**config.mk**
```make
export PLATFORM = sky130hd
export DESIGN_NAME = phys_regfile
export DESIGN_NICKNAME = d
export VERILOG_FILES = /design/src/ooo_pkg.sv /design/src/phys_regfile.sv
export VERILOG_INCLUDE_DIRS = /design/src /design/src/src
export SDC_FILE = /design/constraint.sdc
export NUM_CORES = 2
export LEC_CHECK = 0
export ABC_AREA = 1
export BUFFER_PORTS_ARGS = -buffer_cell sky130_fd_sc_hd__clkbuf_2
export CAP_MARGIN = 20
export CORE_ASPECT_RATIO = 1.25
export CORE_MARGIN = 2
export CORE_UTILIZATION = 25
export CTS_BUF_LIST = sky130_fd_sc_hd__clkbuf_4
export DETAILED_ROUTE_END_ITERATION = 8
export GPL_TIMING_DRIVEN = 1
export HOLD_SLACK_MARGIN = 0.06
export SETUP_SLACK_MARGIN = 0.3
export SLEW_MARGIN = 10
export SYNTH_ARGS = -nofsm -noshare
export SYNTH_HDL_FRONTEND = slang
export SYNTH_SLANG_ARGS = --single-unit
```
**constraint.sdc**
```tcl
create_clock -name clk -period 3.3 [get_ports clk]
set_clock_uncertainty 0.05 [all_clocks]
set_input_delay 0.165 -clock clk [delete_from_list [all_inputs] [get_ports clk]]
set_output_delay 0.165 -clock clk [all_outputs]
set_load 0.01 [all_outputs]
```
**src/ooo_cfg.svh**
```systemverilog
`ifndef OOO_CFG_SVH
`define OOO_CFG_SVH

`define OOO_XLEN       32
`define OOO_ARCH_REGS  32
`define OOO_ROB_DEPTH  8   // also rs depth and issue credits

// one spare physical register per rob slot
`define OOO_PHYS_REGS  (`OOO_ARCH_REGS + `OOO_ROB_DEPTH)

`define OOO_MUL_CYCLES 32  // shift-add iterations

`endif

```
**src/ooo_pkg.sv**
```systemverilog
`include "ooo_cfg.svh"

package ooo_pkg;

    typedef logic [`OOO_XLEN-1:0]                xdata_t;
    typedef logic [$clog2(`OOO_ARCH_REGS)-1:0]   arch_reg_t;
    typedef logic [$clog2(`OOO_PHYS_REGS)-1:0]   phys_tag_t;
    typedef logic [$clog2(`OOO_ROB_DEPTH)-1:0]   rob_idx_t;
    typedef logic [11:0]                         imm_t;

    typedef enum logic [2:0] {
        op_add,
        op_sub,
        op_and,
        op_or,
        op_xor,
        op_addi,
        op_mul
    } alu_op_t;

    typedef enum logic [1:0] {
        mul_idle,
        mul_busy,
        mul_done
    } mul_state_t;

endpackage

```
**src/phys_regfile.sv**
```systemverilog
`timescale 1ns/1ps
`include "ooo_cfg.svh"

module phys_regfile import ooo_pkg::*; (
    input  logic      clk,
    input  logic      rst_n,
    input  phys_tag_t src1_tag,
    input  phys_tag_t src2_tag,
    input  phys_tag_t dest_tag,
    input  logic      dispatch_valid,
    input  logic      cdb_valid,
    input  phys_tag_t cdb_tag,
    input  xdata_t    cdb_data,
    output xdata_t    src1_data,
    output xdata_t    src2_data,
    output logic      src1_ready,
    output logic      src2_ready
);
    xdata_t                   regs_q [`OOO_PHYS_REGS];
    logic [`OOO_PHYS_REGS-1:0] rdy_q;
    logic                     hit1;
    logic                     hit2;

    // bus bypass never hits tag 0 since it must stay zero
    assign hit1 = cdb_valid && (cdb_tag == src1_tag) && (src1_tag != '0);
    assign hit2 = cdb_valid && (cdb_tag == src2_tag) && (src2_tag != '0);

    assign src1_data  = hit1 ? cdb_data : regs_q[src1_tag];
    assign src2_data  = hit2 ? cdb_data : regs_q[src2_tag];
    assign src1_ready = hit1 || rdy_q[src1_tag];
    assign src2_ready = hit2 || rdy_q[src2_tag];

    always_ff @(posedge clk or negedge rst_n) begin
        if (!rst_n) begin
            for (int i = 0; i < `OOO_PHYS_REGS; i++) begin
                regs_q[i] <= '0;
            end
            rdy_q <= '1;
        end else begin
            if (cdb_valid && (cdb_tag != '0)) begin
                regs_q[cdb_tag] <= cdb_data;
                rdy_q[cdb_tag]  <= 1'b1;
            end
            if (dispatch_valid && (dest_tag != '0)) begin
                rdy_q[dest_tag] <= 1'b0;  // fresh destination waits for its result
            end
        end
    end

endmodule

```
==> impl_results.md <==
* RD Place Congestion at 0.901
* GR Util All Layers at between 20% and 30%
* IO Pins at ~130
* Max transition margin at 25.2%
* Number of DRC markers in iteration 0 at 9,540
* Non-filler instance count after layout at 15,060
* Top cells by count, synth: nand2_1, nand3_1, dfrtp_1
* Async set-or-reset flop fraction in the synthesized netlist at 100%
* DRC Markers at 0
* Global route overflow at 0
* Worst path cell trace: buf_4 -> nand2_1 -> nand3_1 -> nand3_1 -> nand2_1 -> nand2_1 -> nand3_2 -> nand3_1 -> a21oi_2 -> buf_4 -> clkbuf_8
* P&R area growth vs syn at 16.5%
* CP Capture Type: output pin
* Height of the die at 619 um
* Clock Tree Buf Depth at 4
* Tmin final at roughly 3100 ps
* Via-per-instance ratio at between 5 and 6
* Worst path bufs/invs at 3
* Fmax at between 300 and 400 MHz
* CTS tree: done
* Vias in the first global route at ~73,000
* Power, Total at 45,200 uW
* Cell variety after synth at 36
* Hold Vio Cnt, Final at 0
* Critical Path RT at 3080 ps
* Root buf cell: clkbuf_4
* Die width at 496 um
* Most common cell in the synthesized netlist: nand2_1
* Antenna viol nets, final at 0
* Crit path max fanout at 2
* Crit path max-delay family: simple AND/OR/NAND/NOR gates
* Post-DP HPWL at slightly below 200,000 um
* Full die area at 307,000 um^2
* Ys Warns at 0
* Hold Startpoint: cdb_data[14]
* Crit path launch type: register
* Worst skew pair latency at 1160 ps
* Setup crit start: regs_q[280]
* Syn Std Cell Area at 75,600 um^2
* Worst Hold Class: primary input to register
* Clock sink total at 1,320
* WHS at 109 ps
* DR WL/cell at 21.9 um
* RSZ-0062 raised after global routing: yes
* Mapped Nets at 10,914
* Leading area contributor after synthesis: dfrtp_1
* EDFF count, synth at 0
* Pwr dens at 513 nW/um^2
* Synth Flop Type: dfrtp_1
* Layout cells sized above 1 at between 10% and 20%
* Outcome: complete, no violations
* Lkg Pwr at about 0.040 uW
* Final setup vio count at 0
* Largest net degree at the start of global routing at between 100 and 150
* Flip-flop and latch count after synthesis at 1,320
* Layout Nets at 10,889
* Final period util at 94.6%
* Final core occ at 29.3%
* DP Cell Count at 14,308
* WP data arrival at 2910 ps
* Starting Density at between 20% and 30%
* Slew Viols, Final at 0
* Post-Route WL at 330,000 um
* Avg Inst Size Synth at approximately 7 um^2
* IO Port Bufs at 125
* Vias at 78,180
* Area contributors post-synth: dfrtp_1, nand2_1, nand3_1
* Crit Path Class: register to output pin
* Max cap viols at 0
* TNS Setup at 0 ps
* First-pass detailed-route iteration total at 9
* VDD IR max at 272 uV
* Crit-path max cell delay at 370 ps
* Initial antenna violation count at 26
* Sequential area share after synthesis at 43.7%
* H-Tree Depth at 5
* Crit Reg-Reg Startpoint: rdy_q[35]
* Core Footprint at 301,000 um^2
* FP Rows at 225
* Total CTS buffers at 347
* Measured slew at the worst slew-check pin at 1120 ps
* Synth Instances at about 11,000
* First-pass GRT wire length at ~480,000 um
* Critical-path top delay cell: dfrtp_1
* Share of the synthesized area in the top cell type at 42.3%
* Clock slew seen by the registers of the worst setup and hold paths at ~70 ps
-- worst paths after layout --
| kind | end | slack, ps | depth (start not counted) |
|---|---|---|---|
| min in group asynchronous | regs_q[801] | 310 | 4 |
| hold reg to reg | rdy_q[0] | 320 | 0 |
| setup / recovery | src2_data[24] | 180 | 11 |
| max in group asynchronous | rdy_q[18] | 1830 | 6 |
| setup reg to reg | rdy_q[35] | 1850 | 3 |
| hold / removal | regs_q[46] | 110 | 4 |
-- cells by family (layout without fill, tap and decap cells) --
logic type	after synthesis	in the layout	share of synthesized area, %
xor gates and xnor gates	1	1	0.0116
buffers and inverters	1574	1782	9.40
AOI/OAI and AO/OA	2076	2076	14.3
and+or+nand+nor	5883	5883	32.6
DFF	1320	1320	43.7
other	0	26	0
-- final cells by class --
| class | instances | area, um^2 |
|---|---|---|
| tap | 3972 | 4970 |
| multi-input combinational | 7960 | 37100 |
| sequential | 1320 | 33100 |
| fill | 32798 | 213000 |
| clock buffer | 498 | 3740 |
| antenna | 26 | 65.1 |
| inverter | 591 | 2280 |
| clock inverter | 84 | 453 |
| timing repair buffer | 609 | 6420 |
-- worst register-to-register path: stages, from the launching register on --
cell	delay, ps
dfstp_2	570
nor2_1	50
a21oi_1	120
dlygate4sd3_1	600
-- state kept, by name, indices dropped and copies added, names as in the netlist --
name    flops
rdy_q      40
regs_q   1280
-- layer usage --
metal / vias to the layer above / global-route usage, % / wire (um)
met1: 36973 / 25.2 / 122000
li1: 35492 / - / -
met3: 1123 / 4.48 / 34600
met2: 4588 / 32.6 / 148000
met4: 4 / 14.5 / 25200
met5: - / 0 / 21
-- placed cells by master (no fill, tap or decap), drive strengths merged, types with 4 or more instances in the layout --
cell type and instances:
nand3 1748, nor3 21, a21oi 632, bufinv 4, a22oi 16, nand4 4, clkbuf 577, clkinv 67
dfrtp 1280, clkinvlp 4, nand2 3516, and3 7, nor2 585, dfstp 40, o22ai 5, diode 26
inv 600, buf 419, o21ai 1329, o211ai 91, dlygate4sd3 111
-- where the power goes --
part | leakage, uW | total, uW | switching [uW] | internal (uW)
Combinational | 0.0212 | 10000 | 6450 | 3590
Clock | 0.00252 | 14600 | 7390 | 7200
Sequential | 0.0162 | 20600 | 1710 | 18900
-- through the flow --
step / worst slack [ps] / instance area [um^2]
3_3_place_gp: 81.3 / 80500
3_5_place_dp: 89.0 / 80500
6_report: 177 / 88100
2_1_floorplan: 1640 / 75600
5_1_grt: 44.1 / 88100
4_1_cts: 114 / 87100
-- repair_timing --
| item | 4_1_cts | 5_1_grt |
|---|---|---|
| pin swaps | 123 | 175 |
| endpoints found under the setup margin | 55 | 60 |
| hold buffers | 111 | 1 |
| buffers inserted | 5 | 21 |
| cloned | 0 | 0 |
| endpoints found under the hold margin | 2525 | 1 |
| resized for setup | 308 | 221 |
Power figures use the tool's default switching activity.
