File: src/ooo_cfg.svh
`ifndef OOO_CFG_SVH
`define OOO_CFG_SVH

`define OOO_XLEN       32
`define OOO_ARCH_REGS  32
`define OOO_ROB_DEPTH  8   // also rs depth and issue credits

// one spare physical register per rob slot
`define OOO_PHYS_REGS  (`OOO_ARCH_REGS + `OOO_ROB_DEPTH)

`define OOO_MUL_CYCLES 32  // shift-add iterations

`endif

File: src/ooo_pkg.sv
`include "ooo_cfg.svh"

package ooo_pkg;

    typedef logic [`OOO_XLEN-1:0]                xdata_t;
    typedef logic [$clog2(`OOO_ARCH_REGS)-1:0]   arch_reg_t;
    typedef logic [$clog2(`OOO_PHYS_REGS)-1:0]   phys_tag_t;
    typedef logic [$clog2(`OOO_ROB_DEPTH)-1:0]   rob_idx_t;
    typedef logic [11:0]                         imm_t;

    typedef enum logic [2:0] {
        op_add,
        op_sub,
        op_and,
        op_or,
        op_xor,
        op_addi,
        op_mul
    } alu_op_t;

    typedef enum logic [1:0] {
        mul_idle,
        mul_busy,
        mul_done
    } mul_state_t;

endpackage

File: src/reorder_buffer.sv
`timescale 1ns/1ps
`include "ooo_cfg.svh"

module reorder_buffer import ooo_pkg::*; (
    input  logic      clk,
    input  logic      rst_n,
    input  logic      dispatch_valid,
    input  arch_reg_t dispatch_rd,
    input  phys_tag_t old_tag,
    input  logic      cdb_valid,
    input  rob_idx_t  cdb_rob_idx,
    input  xdata_t    cdb_data,
    output rob_idx_t  alloc_idx,
    output logic      commit_valid,
    output logic      commit_we,
    output arch_reg_t commit_rd,
    output xdata_t    commit_data,
    output logic      free_valid,
    output phys_tag_t free_tag,
    output logic      credit_return
);
    rob_idx_t                 head_q;
    rob_idx_t                 tail_q;
    logic [`OOO_ROB_DEPTH-1:0] busy_q;
    logic [`OOO_ROB_DEPTH-1:0] done_q;
    arch_reg_t                rd_q [`OOO_ROB_DEPTH];
    phys_tag_t                old_q [`OOO_ROB_DEPTH];
    xdata_t                   res_q [`OOO_ROB_DEPTH];

    assign alloc_idx = tail_q;

    assign commit_valid  = busy_q[head_q] && done_q[head_q];
    assign commit_rd     = rd_q[head_q];
    assign commit_data   = res_q[head_q];
    assign commit_we     = commit_valid && (rd_q[head_q] != '0);
    assign free_valid    = commit_we;  // x0 never took a tag
    assign free_tag      = old_q[head_q];
    assign credit_return = commit_valid;

    always_ff @(posedge clk or negedge rst_n) begin
        if (!rst_n) begin
            head_q <= '0;
            tail_q <= '0;
            busy_q <= '0;
            done_q <= '0;
        end else begin
            if (commit_valid) begin
                busy_q[head_q] <= 1'b0;
                head_q         <= head_q + 1'b1;
            end
            if (cdb_valid) begin
                done_q[cdb_rob_idx] <= 1'b1;
            end
            if (dispatch_valid) begin
                busy_q[tail_q] <= 1'b1;
                done_q[tail_q] <= 1'b0;
                tail_q         <= tail_q + 1'b1;
            end
        end
    end

    always_ff @(posedge clk) begin
        if (dispatch_valid) begin
            rd_q[tail_q]  <= dispatch_rd;
            old_q[tail_q] <= old_tag;
        end
        if (cdb_valid) begin
            res_q[cdb_rob_idx] <= cdb_data;
        end
    end

endmodule

File: config.mk
export PLATFORM = sky130hd
export DESIGN_NAME = reorder_buffer
export DESIGN_NICKNAME = d
export VERILOG_FILES = /design/src/ooo_pkg.sv /design/src/reorder_buffer.sv
export VERILOG_INCLUDE_DIRS = /design/src /design/src/src
export SDC_FILE = /design/constraint.sdc
export NUM_CORES = 1
export LEC_CHECK = 0
export ABC_AREA = 0
export BUFFER_PORTS_ARGS = -buffer_cell sky130_fd_sc_hd__buf_2
export CORE_MARGIN = 2
export CORE_UTILIZATION = 60
export CTS_BUF_LIST = sky130_fd_sc_hd__clkbuf_4
export DETAILED_ROUTE_END_ITERATION = 8
export HOLD_SLACK_MARGIN = 0.06
export PLACE_DENSITY = 0.88
export SLEW_MARGIN = 30
export SYNTH_ARGS = -nofsm -noshare
export SYNTH_HDL_FRONTEND = slang
export SYNTH_SLANG_ARGS = --single-unit
File: constraint.sdc
create_clock -name clk -period 2.4 [get_ports clk]
set_input_delay 0.12 -clock clk [delete_from_list [all_inputs] [get_ports clk]]
set_output_delay 0.12 -clock clk [all_outputs]
set_load 0.05 [all_outputs]
==> metrics <==
register area 10890 um2; Slew HR approximately half; CP Max Fanout 5; Worst path max stage delay approximately 0.53 ns; Worst VDD drop between 0.8 and 0.9 mV; status finished, violations left; nets@finish about 960; GR Overflow Total 0; cell row count 55; Die X roughly 160 um; first-pass GRT wire length ~53000 um; clk sinks between 300 and 400; Comb pwr share between 40% and 50%; hold path cells 2; Area Overhead vs Synth 27.27%; main flop type after synthesis edfxtp_1; cell with the most instances after synthesis edfxtp_1; Max Cap Viol 0; required time of the critical path around 2.3 ns; final setup fails 47; Critical Path End Type primary output; final worst-path cycle share 118.8%; crit path kind flop to primary output; library cells used by synthesis 37; mean number of vias per cell around 6.5; worst path cell trace buf_6 > mux4_2 > mux2_4 > nor3_4 > a21boi_4 > buf_6; initial antenna violation count 1; Initial Utilization between 60% and 70%; net switching power around 9 mW; share of the synthesized area in the top cell type approximately three quarters; Post-synth top cells edfxtp_1, mux4_2, mux2_2; RR Endpoint head_q[0]; Setup Slack @ Placement around 0.17 ns; HP Class input pin to flop; syn_nets around 680; CP bufs+invs 2; final wirelength roughly 38000 um; final worst setup slack -0.4522 ns; Final Util 78.47%; Sw Share 37.13%; clk_lat worst skew about 0.7 ns; Antenna Nets Post-Route 0; Crit-path slowest cell mux4_2; Seq pwr share 33.0%; RSZ-0062 raised after global routing yes; Cell Int Power 15.29 mW; Synth Cell Area 14040 um2; Die Area 24650 um2; Arr. time, crit path roughly 2.7 ns; synth top area cells edfxtp_1, mux4_2, dfrtp_1; final hold vios 0; Mapped Avg Cell Area ~23 um2; Worst Hold Launch cdb_data[16]; vias in the first global route 8472; Synthesis Warnings 0; clk root buf clkbuf_4; DRT Pass-1 Iters 5; largest net degree at the start of global routing 32; DRT iter0 DRCs ~950; GRT Total Usage between 20% and 30%; htree depth 3; Setup TNS Final -14.59 ns; CTS tree built; post-synth top area cell edfxtp_1; routed vias around 8300; Worst-Margin Slew about 0.73 ns; register area share after synthesis roughly 77%; Slew Limit Fails 0; number of synthesized register bits between 300 and 400; global placer's final weighted congestion between 0.7 and 0.8; Core ar. between 20000 and 25000 um2; # DRC 0; Min-Delay Endpoint res_q[6][16]; R2R setup slack around 0.07 ns; total CTS buffers 87; reg-to-reg startpoint head_q[0]; Die Ht 157.0 um; Avg WL per Cell about 30 um; post-detail-place hpwl between 15000 and 20000 um; most used cell, CP buf_6; Bufs on Longest Clock Path 3; Power per Cell Area about 1400 nW/um2; multi-input combinational cell area ~3200 um2; share of layout cells above drive strength 1 between 40 and 50%; Post-synth EDFFs ~340; FILL cells roughly 1000; port buffer count roughly 100; FFs w/ async S/R, synth under 10%; critical path startpoint category flop; R2R cell count 9; violated checks negative setup slack; Syn Inst Count about 620; Clock Power Share between 20% and 30%; Max Clock Freq 350.6 MHz; Clock transition at path regs 0.10 ns; Final Critical Period 2.852 ns; I/O pin total 100; Leak 6.368 nW; Worst path top cell family by delay multiplexers; Worst Clk Skew between 0.02 and 0.03 ns
[metal layers]
metal | track usage (%) | vias to the layer above | part of all wire [%]
li1 | - | 3198 | -
met1 | 40.71 | 4218 | 36
met2 | 49.00 | 742 | 50
met3 | 6.415 | 125 | 10
met4 | 10.27 | 0 | 3.7
met5 | 0 | - | 0
[power groups by stage]
stage               sequential (mW)  combinational [mW]  clock (mW)
finish                         8.03                11.0        5.28
floorplan                      7.95                6.13           0
detailed placement             8.14                7.65           0
CTS                            7.96                10.3        4.98
global route                   8.06                11.3        5.59
global placement               8.08                7.49           0
[logic make-up after synthesis]
group           count (synthesis)  share of synthesized area (%)
flops                         366                          77.48
mux                           134                          17.59
simple gates                   68                          2.281
buf+inv                        32                          1.408
compound gates                 19                         0.8821
xor+xnor                        3                         0.1871
fa+ha+maj                       2                         0.1782
[stage by stage]
| step | cell area [um2] | std cells | hold slack [ns] | power (mW) |
|---|---|---|---|---|
| 6_report | 17870 | 1284 | 0.2091 | 24.32 |
| 3_5_place_dp | 15200 | 1040 | 0.1038 | 15.79 |
| 2_1_floorplan | 14060 | 624 | -0.1756 | 14.08 |
| 4_1_cts | 17700 | 1271 | 0.1764 | 23.22 |
| 5_1_grt | 17870 | 1284 | 0.1910 | 25.00 |
| 3_3_place_gp | 15200 | 1040 | 0.09160 | 15.57 |
[cell type report]
cell class / instances / area share [%]
sequential: 366 / 60.94
multi-input combinational: 226 / 18.10
timing repair buffer: 221 / 12.54
clock buffer: 132 / 5.544
tap: 313 / 2.191
clock inverter: 23 / 0.6370
inverter: 2 / 0.04200
antenna: 1 / 0.01400
[how the worst max path moves through the flow]
| stage | from | to | cells past startpoint |
|---|---|---|---|
| floorplan | head_q[0] | free_valid | 7 |
| global placement | head_q[0] | commit_data[22] | 5 |
| detailed placement | head_q[0] | commit_data[22] | 5 |
| CTS | head_q[0] | free_valid | 6 |
| global route | head_q[0] | free_valid | 6 |
| finish | head_q[0] | free_valid | 6 |
[cell usage in the layout, fill, tap and decap left out, drive strengths merged]
master and n:
edfxtp 344, buf 172, clkbuf 132, mux4 85
dlygate4sd3 49, mux2 46, nor2 28, dfrtp 22
clkinv 20, nand2 12, nand2b 7, o21ai 7
nand3 6, a21o 5, nor3 5, inv 4
nor2b 3, nand3b 3, mux2i 3, a31oi 2
xor2 2, ha 2, and2 2, diode 1
a2bb2oi 1, a22oi 1, or2 1, nand4 1
o22ai 1, a21boi 1, a221oi 1, xnor2 1
bufinv 1
[repair_timing]
item                                    CTS  global route
gates cloned                              7             0
setup buffers                            20            14
endpoints found under the setup margin   47            47
pin swaps                                 3             2
gates resized for setup                 161            30
hold buffers                             49             1
endpoints found under the hold margin   392             9
[registers in the layout, summed over array words and instances, names as in the netlist]
register and cells:
busy_q 8, head_q 3, alloc_idx 3, done_q 8, rd_q 40, old_q 48, res_q 256
No activity file was read; power rests on OpenSTA's default activity.
