$ cat config.mk
export PLATFORM = sky130hd
export DESIGN_NAME = rename_unit
export DESIGN_NICKNAME = d
export VERILOG_FILES = /design/src/ooo_pkg.sv /design/src/rename_unit.sv
export VERILOG_INCLUDE_DIRS = /design/src /design/src/src
export SDC_FILE = /design/constraint.sdc
export NUM_CORES = 1
export LEC_CHECK = 0
export BUFFER_PORTS_ARGS = -buffer_cell sky130_fd_sc_hd__buf_2
export CAP_MARGIN = 5
export CORE_MARGIN = 4
export CORE_UTILIZATION = 40
export CTS_CLUSTER_DIAMETER = 80
export DETAILED_ROUTE_END_ITERATION = 10
export GPL_TIMING_DRIVEN = 1
export PLACE_DENSITY = 0.62
export SLEW_MARGIN = 20
export SYNTH_ARGS = -nofsm -noshare
export SYNTH_HDL_FRONTEND = slang
export SYNTH_SLANG_ARGS = --single-unit
$ cat constraint.sdc
create_clock -name clk -period 8.09 [get_ports clk]
set_clock_uncertainty 0.05 [all_clocks]
set_input_delay 1.618 -clock clk [delete_from_list [all_inputs] [get_ports clk]]
set_output_delay 1.618 -clock clk [all_outputs]
set_load 0.05 [all_outputs]
$ cat src/ooo_cfg.svh
`ifndef OOO_CFG_SVH
`define OOO_CFG_SVH

`define OOO_XLEN       32
`define OOO_ARCH_REGS  32
`define OOO_ROB_DEPTH  8   // also rs depth and issue credits

// one spare physical register per rob slot
`define OOO_PHYS_REGS  (`OOO_ARCH_REGS + `OOO_ROB_DEPTH)

`define OOO_MUL_CYCLES 32  // shift-add iterations

`endif

$ cat src/ooo_pkg.sv
`include "ooo_cfg.svh"

package ooo_pkg;

    typedef logic [`OOO_XLEN-1:0]                xdata_t;
    typedef logic [$clog2(`OOO_ARCH_REGS)-1:0]   arch_reg_t;
    typedef logic [$clog2(`OOO_PHYS_REGS)-1:0]   phys_tag_t;
    typedef logic [$clog2(`OOO_ROB_DEPTH)-1:0]   rob_idx_t;
    typedef logic [11:0]                         imm_t;

    typedef enum logic [2:0] {
        op_add,
        op_sub,
        op_and,
        op_or,
        op_xor,
        op_addi,
        op_mul
    } alu_op_t;

    typedef enum logic [1:0] {
        mul_idle,
        mul_busy,
        mul_done
    } mul_state_t;

endpackage

$ cat src/rename_unit.sv
`timescale 1ns/1ps
`include "ooo_cfg.svh"

module rename_unit import ooo_pkg::*; (
    input  logic      clk,
    input  logic      rst_n,
    input  logic      issue_valid,
    input  alu_op_t   issue_op,
    input  arch_reg_t issue_rd,
    input  arch_reg_t issue_rs1,
    input  arch_reg_t issue_rs2,
    input  imm_t      issue_imm,
    input  logic      free_valid,
    input  phys_tag_t free_tag,
    output phys_tag_t src1_tag,
    output phys_tag_t src2_tag,
    output logic      dispatch_alu,
    output logic      dispatch_mul,
    output alu_op_t   dispatch_op,
    output xdata_t    dispatch_imm,
    output phys_tag_t dest_tag,
    output phys_tag_t old_tag,
    output arch_reg_t dispatch_rd
);
    phys_tag_t map_q [`OOO_ARCH_REGS];
    phys_tag_t fl_q [`OOO_ROB_DEPTH];   // circular free list
    rob_idx_t  fl_head;
    rob_idx_t  fl_tail;
    logic      alloc;

    assign alloc = issue_valid && (issue_rd != '0);

    assign src1_tag = map_q[issue_rs1];
    assign src2_tag = map_q[issue_rs2];
    assign old_tag  = map_q[issue_rd];
    assign dest_tag = (issue_rd == '0) ? '0 : fl_q[fl_head];  // x0 results go to tag 0

    assign dispatch_rd  = issue_rd;
    assign dispatch_op  = issue_op;
    assign dispatch_imm = {{(`OOO_XLEN - $bits(imm_t)){issue_imm[$bits(imm_t)-1]}}, issue_imm};
    assign dispatch_mul = issue_valid && (issue_op == op_mul);
    assign dispatch_alu = issue_valid && (issue_op != op_mul);

    always_ff @(posedge clk or negedge rst_n) begin
        if (!rst_n) begin
            for (int i = 0; i < `OOO_ARCH_REGS; i++) begin
                map_q[i] <= phys_tag_t'(i);
            end
            for (int i = 0; i < `OOO_ROB_DEPTH; i++) begin
                fl_q[i] <= phys_tag_t'(`OOO_ARCH_REGS + i);
            end
            fl_head <= '0;
            fl_tail <= '0;
        end else begin
            if (alloc) begin
                map_q[issue_rd] <= fl_q[fl_head];
                fl_head         <= fl_head + 1'b1;
            end
            if (free_valid) begin
                fl_q[fl_tail] <= free_tag;  // old mapping back from commit
                fl_tail       <= fl_tail + 1'b1;
            end
        end
    end

endmodule

==> results.toml <==
[placed_design]
io_buffers = 61
gp_congestion = 0.8407
dp_cells = 1324
place_area_um2 = 14930
dp_hpwl_um = 25980

[floorplan]
core_area_um2 = 35830
start_util_pct = 40.75
io_pins = 106
rows = 69
die_w_um = 199.1
die_area_um2 = 39620
die_y_um = 199.1

[cts]
post_cts_buffers = 0
ctsHoldBuffers = 0
post_cts_resized = 0
cts-root-buf = "clkbuf_16"
cts_tree = "done"
cts-buffers-inserted = 29
clockBufferDepth = 3
htreeDepth = 1
clk-insertion-delay-late_ns = 0.55
clkSinkCount = 246
clk_pin_slew_ns = 0.06

[timing]
finalSetupViolCount = 0
max_slew_margin_pct = 19.60
totalNegativeSetupSlack_ns = 0
slew_viol_final = 0
rsz0062_at_grt = "no"
period_minus_slack_ns = 5.766
period_share_pct = 71.27
max_freq_ghz = 0.1734
hold_violations = 0
worstMarginPinSlew_ns = 1.202

[routing]
first_pass_iters = 5
wl_per_cell_um = 29.15
wirelength_um = 40170
drt-initial-drc-count = 742
dr_total_vias = 8768
drtAntennaViolNets = 0
drc_errors = 0
routed_via_density = 6.363

[critical_path]
path_class = "input port to output port"
startpoint = "issue_rd[0]"
r2r_slack_ns = 5.42
arrival_ns = 4.10
worstSetupEndpointType = "output port"
required_ns = 6.42
r2r_end = "map_q[128]"
crit_path_max_fanout = 38
endpoint = "old_tag[2]"
r2r-start = "fl_head[0]"
reg2regPathDepth = 3
startpoint_type = "input port"

[power]
irDropWorstVdd_mv = 0.2316
p_leak_nw = 6.351
powerDensity_nw_per_um2 = 399.7

[cells_and_area]
ff_latch_area_um2 = 6281
n_antenna_cell = 0
final_cells = 1378
multiInputGateArea_um2 = 7661
final_area_um2 = 15900
final_nets = 937
fill_cells = 3120
area_growth_syn_to_layout_pct = 8.886
fin_util_pct = 44.37
drive_gt1_share_pct = 70.88

[logic_synthesis]
synth-edff-count = 0
ys_async_sr_fraction_pct = 100.0
ys_types = 33
ys_seq_elements = 246
syn_inst = 910
syn_nets = 952
ys.flop_type = "dfrtp_1"
seq_area_frac_synth_pct = 43.02
yosys_warnings = 0
synth.avg_cell_area_um2 = 16.04
netlist_area_um2 = 14600

[grt]
grt_use_total_pct = 20.30
grt_max_degree = 98
grt_pass1_wl_um = 60260
antenna_found_initial = 0
grt_pass1_vias = 9015
grt_overflow = 0

[hold_path]
hp-start = "map_q[188]"
worstHoldPathType = "register to register"

[flow_run]
drv_cap = 0

[run_status]
status = "completed"
==> final cells by class <==
type                       instances  area share (%)
clock buffer                      42           4.998
clock inverter                    11          0.9051
multi-input combinational        544           48.19
sequential                       246           39.51
tap                              461           3.628
timing repair buffer              74           2.770
==> sequential cells by signal, indices dropped and copies added (netlist names) <==
| name | cells |
|---|---|
| fl_q | 48 |
| fl_tail | 3 |
| map_q | 192 |
| fl_head | 3 |
==> power breakdown <==
group | internal, W | switching [W] | total, W | leakage (nW)
Sequential | 0.00197 | 0.000569 | 0.00254 | 2.93
Combinational | 0.00129 | 0.00123 | 0.00252 | 2.97
Clock | 0.000775 | 0.000521 | 0.00130 | 0.444
Total | 0.00404 | 0.00232 | 0.00635 | 6.35
==> cells in the mapped netlist, types with 3 or more instances <==
master | n | area (um^2)
and3b_1 | 3 | 26.28
a22oi_1 | 24 | 180.2
buf_6 | 4 | 45.04
nand3b_1 | 5 | 37.54
buf_4 | 41 | 307.8
buf_1 | 9 | 33.78
dfrtp_1 | 146 | 3654
nor3_1 | 4 | 20.02
nor3b_1 | 7 | 52.55
clkbuf_1 | 53 | 198.9
mux4_1 | 8 | 210.2
mux2_2 | 254 | 2860
nand2_1 | 3 | 11.26
nor2_1 | 22 | 82.58
nor2b_1 | 6 | 37.54
nand4_1 | 7 | 43.79
nand3_1 | 9 | 45.04
dfstp_2 | 100 | 2628
mux4_2 | 172 | 3874
buf_2 | 11 | 55.05
nand4b_1 | 3 | 26.28
xnor2_1 | 3 | 26.28
or3b_2 | 3 | 26.28
==> kinds of logic after synthesis <==
logic type / after synthesis / synth area share (%)
simple gates: 77 / 3.017
mux: 434 / 47.56
fa+ha+maj: 2 / 0.1714
compound gates: 27 / 1.397
flops: 246 / 43.02
xor+xnor: 4 / 0.2400
buf+inv: 120 / 4.593
==> per-stage QoR <==
step                      hold WS (ns)  power (W)  worst slack (ns)
after CTS                       0.3750   0.006376             2.271
after global placement          0.3620   0.005001             2.277
final                           0.3720   0.006355             2.324
after floorplan                 0.4080   0.004360             2.953
after global routing            0.3886   0.006686             2.142
after detailed placement        0.3622   0.005062             2.278
==> critical path: stages <==
cell and delay (ns):
buf_4 0.57, buf_4 0.48, mux4_2 0.58, a22oi_1 0.21, nand4_1 0.27, buf_2 0.31
==> worst min-delay path by stage <==
stage / to / cells past startpoint
final: map_q[188] / 0
after floorplan: map_q[186] / 1
after global placement: map_q[186] / 0
after global routing: map_q[191] / 0
after detailed placement: map_q[186] / 0
after CTS: map_q[186] / 0
==> cells in the final DEF, fill, tap and decap left out, types with 2 or more instances in the layout <==
cell	count
a22oi_1	24
and3b_1	3
buf_2	57
buf_4	15
bufinv_16	3
clkbuf_1	11
clkbuf_16	29
clkbuf_8	2
clkinv_2	3
clkinvlp_4	4
dfrtp_1	146
dfstp_2	100
ha_1	2
mux2_2	254
mux4_1	8
mux4_2	172
nand2_1	3
nand3_1	9
nand3b_1	5
nand4_1	7
nand4b_1	3
nor2_1	21
nor2b_1	6
nor3_1	3
nor3b_1	6
or2_2	2
or3b_2	3
xnor2_1	3
==> per-layer routing <==
metal	wire (um)	vias to the layer above	GRT usage (%)
met5	0	-	0
met4	1138	0	5.572
met3	2928	66	3.844
met2	19110	335	31.52
met1	17000	4799	29.60
li1	-	3568	-
No activity file was read; power rests on OpenSTA's default activity.
