## config.mk

```make
export PLATFORM = sky130hd
export DESIGN_NAME = reservation_station
export DESIGN_NICKNAME = d
export VERILOG_FILES = /design/src/ooo_pkg.sv /design/src/reservation_station.sv
export VERILOG_INCLUDE_DIRS = /design/src /design/src/src
export SDC_FILE = /design/constraint.sdc
export NUM_CORES = 2
export LEC_CHECK = 0
export ABC_AREA = 1
export BUFFER_PORTS_ARGS = -buffer_cell sky130_fd_sc_hd__clkbuf_2
export CAP_MARGIN = 20
export CORE_ASPECT_RATIO = 1.25
export CORE_UTILIZATION = 60
export DETAILED_ROUTE_END_ITERATION = 10
export PLACE_DENSITY = 0.85
export SETUP_SLACK_MARGIN = 0.15
export SLEW_MARGIN = 5
export SYNTH_ARGS = -nofsm -noshare
export SYNTH_HDL_FRONTEND = slang
export SYNTH_SLANG_ARGS = --single-unit
```

## constraint.sdc

```tcl
create_clock -name clk -period 7.9 [get_ports clk]
set_clock_uncertainty 0.1 [all_clocks]
set_input_delay 0.395 -clock clk [delete_from_list [all_inputs] [get_ports clk]]
set_output_delay 0.395 -clock clk [all_outputs]
set_load 0.01 [all_outputs]
```

## src/ooo_cfg.svh

```systemverilog
`ifndef OOO_CFG_SVH
`define OOO_CFG_SVH

`define OOO_XLEN       32
`define OOO_ARCH_REGS  32
`define OOO_ROB_DEPTH  8   // also rs depth and issue credits

// one spare physical register per rob slot
`define OOO_PHYS_REGS  (`OOO_ARCH_REGS + `OOO_ROB_DEPTH)

`define OOO_MUL_CYCLES 32  // shift-add iterations

`endif

```

## src/ooo_pkg.sv

```systemverilog
`include "ooo_cfg.svh"

package ooo_pkg;

    typedef logic [`OOO_XLEN-1:0]                xdata_t;
    typedef logic [$clog2(`OOO_ARCH_REGS)-1:0]   arch_reg_t;
    typedef logic [$clog2(`OOO_PHYS_REGS)-1:0]   phys_tag_t;
    typedef logic [$clog2(`OOO_ROB_DEPTH)-1:0]   rob_idx_t;
    typedef logic [11:0]                         imm_t;

    typedef enum logic [2:0] {
        op_add,
        op_sub,
        op_and,
        op_or,
        op_xor,
        op_addi,
        op_mul
    } alu_op_t;

    typedef enum logic [1:0] {
        mul_idle,
        mul_busy,
        mul_done
    } mul_state_t;

endpackage

```

## src/reservation_station.sv

```systemverilog
`timescale 1ns/1ps
`include "ooo_cfg.svh"

module reservation_station import ooo_pkg::*; #(
    parameter int DEPTH = `OOO_ROB_DEPTH
) (
    input  logic      clk,
    input  logic      rst_n,
    input  logic      dispatch_en,
    input  alu_op_t   dispatch_op,
    input  xdata_t    dispatch_imm,
    input  phys_tag_t src1_tag,
    input  phys_tag_t src2_tag,
    input  phys_tag_t dest_tag,
    input  xdata_t    src1_data,
    input  xdata_t    src2_data,
    input  logic      src1_ready,
    input  logic      src2_ready,
    input  rob_idx_t  dispatch_rob_idx,
    input  logic      cdb_valid,
    input  phys_tag_t cdb_tag,
    input  xdata_t    cdb_data,
    input  logic      grant,
    output logic      req,
    output alu_op_t   req_op,
    output xdata_t    req_a,
    output xdata_t    req_b,
    output phys_tag_t req_tag,
    output rob_idx_t  req_rob_idx
);
    localparam int SW = $clog2(DEPTH);

    logic [DEPTH-1:0] vld_q;
    logic [DEPTH-1:0] a_rdy_q;
    logic [DEPTH-1:0] b_rdy_q;
    logic [DEPTH-1:0] older_q [DEPTH];  // bit j set when entry j came first
    logic [DEPTH-1:0] rdy;
    logic [DEPTH-1:0] a_hit;
    logic [DEPTH-1:0] b_hit;
    logic [SW-1:0]    sel;
    logic [SW-1:0]    slot;
    alu_op_t          op_q [DEPTH];
    xdata_t           a_q [DEPTH];
    xdata_t           b_q [DEPTH];
    phys_tag_t        a_tag_q [DEPTH];
    phys_tag_t        b_tag_q [DEPTH];
    phys_tag_t        dest_q [DEPTH];
    rob_idx_t         rob_q [DEPTH];

    always_comb begin
        rdy = vld_q & a_rdy_q & b_rdy_q;
        for (int i = 0; i < DEPTH; i++) begin
            a_hit[i] = cdb_valid && !a_rdy_q[i] && (a_tag_q[i] == cdb_tag);
            b_hit[i] = cdb_valid && !b_rdy_q[i] && (b_tag_q[i] == cdb_tag);
        end
        // oldest ready entry has no ready entry ahead of it
        req = 1'b0;
        sel = '0;
        for (int i = 0; i < DEPTH; i++) begin
            if (rdy[i] && !(|(older_q[i] & rdy))) begin
                req = 1'b1;
                sel = SW'(i);
            end
        end
        slot = '0;
        for (int i = DEPTH - 1; i >= 0; i--) begin
            if (!vld_q[i]) begin
                slot = SW'(i);  // lowest free entry
            end
        end
    end

    assign req_op      = op_q[sel];
    assign req_a       = a_q[sel];
    assign req_b       = b_q[sel];
    assign req_tag     = dest_q[sel];
    assign req_rob_idx = rob_q[sel];

    always_ff @(posedge clk or negedge rst_n) begin
        if (!rst_n) begin
            vld_q   <= '0;
            a_rdy_q <= '0;
            b_rdy_q <= '0;
            for (int i = 0; i < DEPTH; i++) begin
                older_q[i] <= '0;
            end
        end else begin
            a_rdy_q <= a_rdy_q | a_hit;
            b_rdy_q <= b_rdy_q | b_hit;
            if (grant) begin
                vld_q[sel] <= 1'b0;
            end
            if (dispatch_en) begin
                for (int i = 0; i < DEPTH; i++) begin
                    older_q[i][slot] <= 1'b0;
                end
                older_q[slot] <= vld_q;
                vld_q[slot]   <= 1'b1;
                a_rdy_q[slot] <= src1_ready;
                b_rdy_q[slot] <= src2_ready || (dispatch_op == op_addi);
            end
        end
    end

    always_ff @(posedge clk) begin
        for (int i = 0; i < DEPTH; i++) begin
            if (a_hit[i]) begin
                a_q[i] <= cdb_data;
            end
            if (b_hit[i]) begin
                b_q[i] <= cdb_data;
            end
        end
        if (dispatch_en) begin
            op_q[slot]    <= dispatch_op;
            a_q[slot]     <= src1_data;
            b_q[slot]     <= (dispatch_op == op_addi) ? dispatch_imm : src2_data;
            a_tag_q[slot] <= src1_tag;
            b_tag_q[slot] <= src2_tag;
            dest_q[slot]  <= dest_tag;
            rob_q[slot]   <= dispatch_rob_idx;
        end
    end

endmodule

```

==> out/results.txt <==
switch share -> 0.445
min-delay worst type -> in2reg
vias in the first global route -> 31.1k
Resize count post-CTS -> 0
syn nets -> 4473
Routed WL per cell -> 21.9 um
Clk pin slew, worst setup/hold paths -> 0.07 ns
fin cells -> 5313
Die X -> 231 um
drt first pass iters -> 6
initial antenna violation count -> 3
Top FF cell, synth -> edfxtp_1
clk sinks -> 792
layout cells sized above 1 -> 0.100
Final TNS setup -> 0 ns
worst slew pin tran -> 1.15 ns
most used cell, CP -> nor2_1
CP Class -> reg2out
detailed-route via count -> 32.2k
root buf cell -> clkbuf_16
Hold Violations, Final -> 6
TritonCTS clock tree -> yes
post-synthesis sequential area ratio -> 0.592
fmax -> 191 MHz
H-tree Lvls -> 3
async set-reset flop share out of synthesis -> 0.111
power share of the clock group -> 0.204
Slew Viols, Final -> 0
Initial Util -> 0.609
setup ws final -> 2.66 ns
Iteration-0 DRC Markers -> 4450
outcome -> complete, but fails checks
area leader, netlist -> edfxtp_1
Nets -> 4571
largest net degree at the start of global routing -> 224
Leak -> 19.9 nW
die span in y -> 288 um
DRT antenna net count -> 0
crit path cell chain -> nand3_2 > o221ai_1 > nor2_1 > inv_2 > nand2_4 > nor2_4 > buf_4 > nand2_1 > nor2_1 > nor2_1 > nand2_1 > clkbuf_2
clock tree buffer depth -> 3
Post-Route WL -> 116000 um
count leader, synth -> nand2_1
Synth top cells by count -> nand2_1 (822), inv_1 (774), edfxtp_1 (704), o21ai_0 (667), nand3_1 (434)
crit path max fanout -> 77
Power Density -> 408 nW/um^2
IO Pins -> 242
max-capacitance violation count -> 0
Post-DP HPWL -> 68700 um
Yosys cell types -> 43
Die ar. -> 66700 um^2
CTS Hold Bufs -> 14
synth-to-layout area growth -> 10.4%
slowest stage delay, CP -> 0.81 ns
FP Rows -> 104
Avg Vias per Cell -> 6.06
first-pass GRT wire length -> 174000 um
worst skew pair latency -> 0.65 ns
placeable core area -> 64700 um^2
Synth Area per Inst -> 9.14 um^2
maximum VDD drop -> 0.434 mV
DRC violations left -> 0
global route overflow -> 0
hold path cells -> 1
Placed Cells -> 5162
WP data arrival -> 4.75 ns
top cell type's share of synthesized area -> 0.537
Post-Syn Instances -> 4308
GP Congestion -> 0.998
internal power -> 9.87 mW
RSZ-0062 raised after global routing -> false
cell area after synthesis -> 39400 um^2
Setup-failing EPs final -> 0
fin crit period -> 5.24 ns
CTS Buf Count -> 76
Post-synth EDFFs -> 704
Area contributors post-synth -> edfxtp_1 (54%), o21ai_0 (8.5%), nand2_1 (7.8%), inv_1 (7.4%), dfrtp_1 (5.6%)
crit share post-route -> 0.664
failing checks -> hold timing
pre-CTS WS -> 3.40 ns
Psw -> 7.90 mW
worst reg-to-reg path cell count -> 10
combinational power share -> 0.468
GRT Total Usage -> 0.347
synth warn -> 0
Rel. slew slack -> 0.231
worst hold slack -> -0.00948 ns
Seq pwr share -> 0.328
I/O Buffers -> 241
final core utilization -> 0.673
Setup Fix Bufs, Post-CTS -> 0
Crit. End Element -> primary output
Startpoint Class -> flop
#FFs+latches synth -> 792
Worst EP required -> 7.40 ns
slowest CP cell -> buf_4
worst paths after layout:
check                             from             to  slack, ns
setup / recovery              vld_q[1]       req_b[1]       2.66
hold / removal             src1_tag[0]  a_tag_q[6][0]     -0.009
setup reg to reg              vld_q[5]   dest_q[2][0]       3.59
hold reg to reg            older_q[10]    older_q[10]       0.40
max in group asynchronous        rst_n    older_q[52]       6.38
min in group asynchronous        rst_n    older_q[62]       0.15
critical path: cells and delay by family, from the launching register on:
kind            cells  cell delay, ns
compound gates      1            0.28
buf+inv             3            1.12
flops               1            0.48
simple gates        8            2.10
power groups by stage:
stage / logic (mW) / registers [mW] / clock network, mW
2_1_floorplan: 5.31 / 5.82 / 0
3_3_place_gp: 7.84 / 5.85 / 0
3_5_place_dp: 8.09 / 5.89 / 0
4_1_cts: 8.18 / 5.81 / 3.61
5_1_grt: 9.03 / 5.88 / 3.76
6_report: 8.32 / 5.83 / 3.62
sequential cells by signal (all words and copies together) (netlist names), 24 cells and up, named ones only:
signal / cells
a_q: 256
b_q: 256
older_q: 56
a_tag_q: 48
b_tag_q: 48
dest_q: 48
op_q: 24
rob_q: 24
cells by family after synthesis:
family                 count (synthesis)  share of synthesized area
AO/OA/AOI/OAI                        855                      0.114
flip-flops                           792                      0.592
AND/OR/NAND/NOR                     1506                      0.166
multiplexers                          32                    0.00813
buffers and inverters               1075                      0.109
XOR/XNOR                              48                     0.0107
layout make-up:
type	count	area [um^2]
clock buffer	96	2060
tap	848	1060
clock inverter	40	359
multi-input combinational	2441	11900
timing repair buffer	301	1750
fill	4714	21200
antenna	1	2.50
inverter	794	2980
sequential	792	23300
cell usage in the layout, fill, tap and decap left out, types with 10 or more instances in the layout:
master	synthesis	routed
nand2_1	822	799
inv_1	774	774
edfxtp_1	704	704
o21ai_0	667	667
nand3_1	434	434
clkbuf_2	1	240
nor2_1	157	157
dfrtp_1	88	88
clkbuf_16	0	79
a21oi_1	64	64
nand3b_1	47	47
buf_4	7	43
o22ai_1	39	39
mux2i_1	32	32
o21ai_1	29	29
xor2_1	29	29
clkinv_1	14	26
xnor2_1	19	19
nand4_1	15	15
clkbuf_1	155	15
o211ai_1	14	14
clkinv_2	0	14
dlygate4sd3_1	0	14
o221ai_1	13	13
nand2_2	2	13
nand2_4	0	11
nor4_1	10	10
metal layers:
| metal | routed length [um] | vias to the layer above | GRT usage | share of wire |
|---|---|---|---|---|
| met2 | 55100 | 2216 | 0.567 | 0.47 |
| met4 | 7440 | 4 | 0.219 | 0.064 |
| met1 | 39600 | 15100 | 0.425 | 0.34 |
| met5 | 27 | - | 0 | 0.00023 |
| met3 | 14000 | 447 | 0.0692 | 0.12 |
| li1 | - | 14500 | - | - |
per-stage QoR:
step | cell area (um^2) | power, mW | hold WS (ns)
global route | 43500 | 18.7 | 0.0128
CTS | 43500 | 17.6 | 0.00232
floorplan | 39400 | 11.1 | -0.000591
global placement | 40900 | 13.7 | 0.218
finish | 43500 | 17.8 | -0.00948
detailed placement | 40900 | 14.0 | 0.225
No activity file was read; power rests on OpenSTA's default activity.
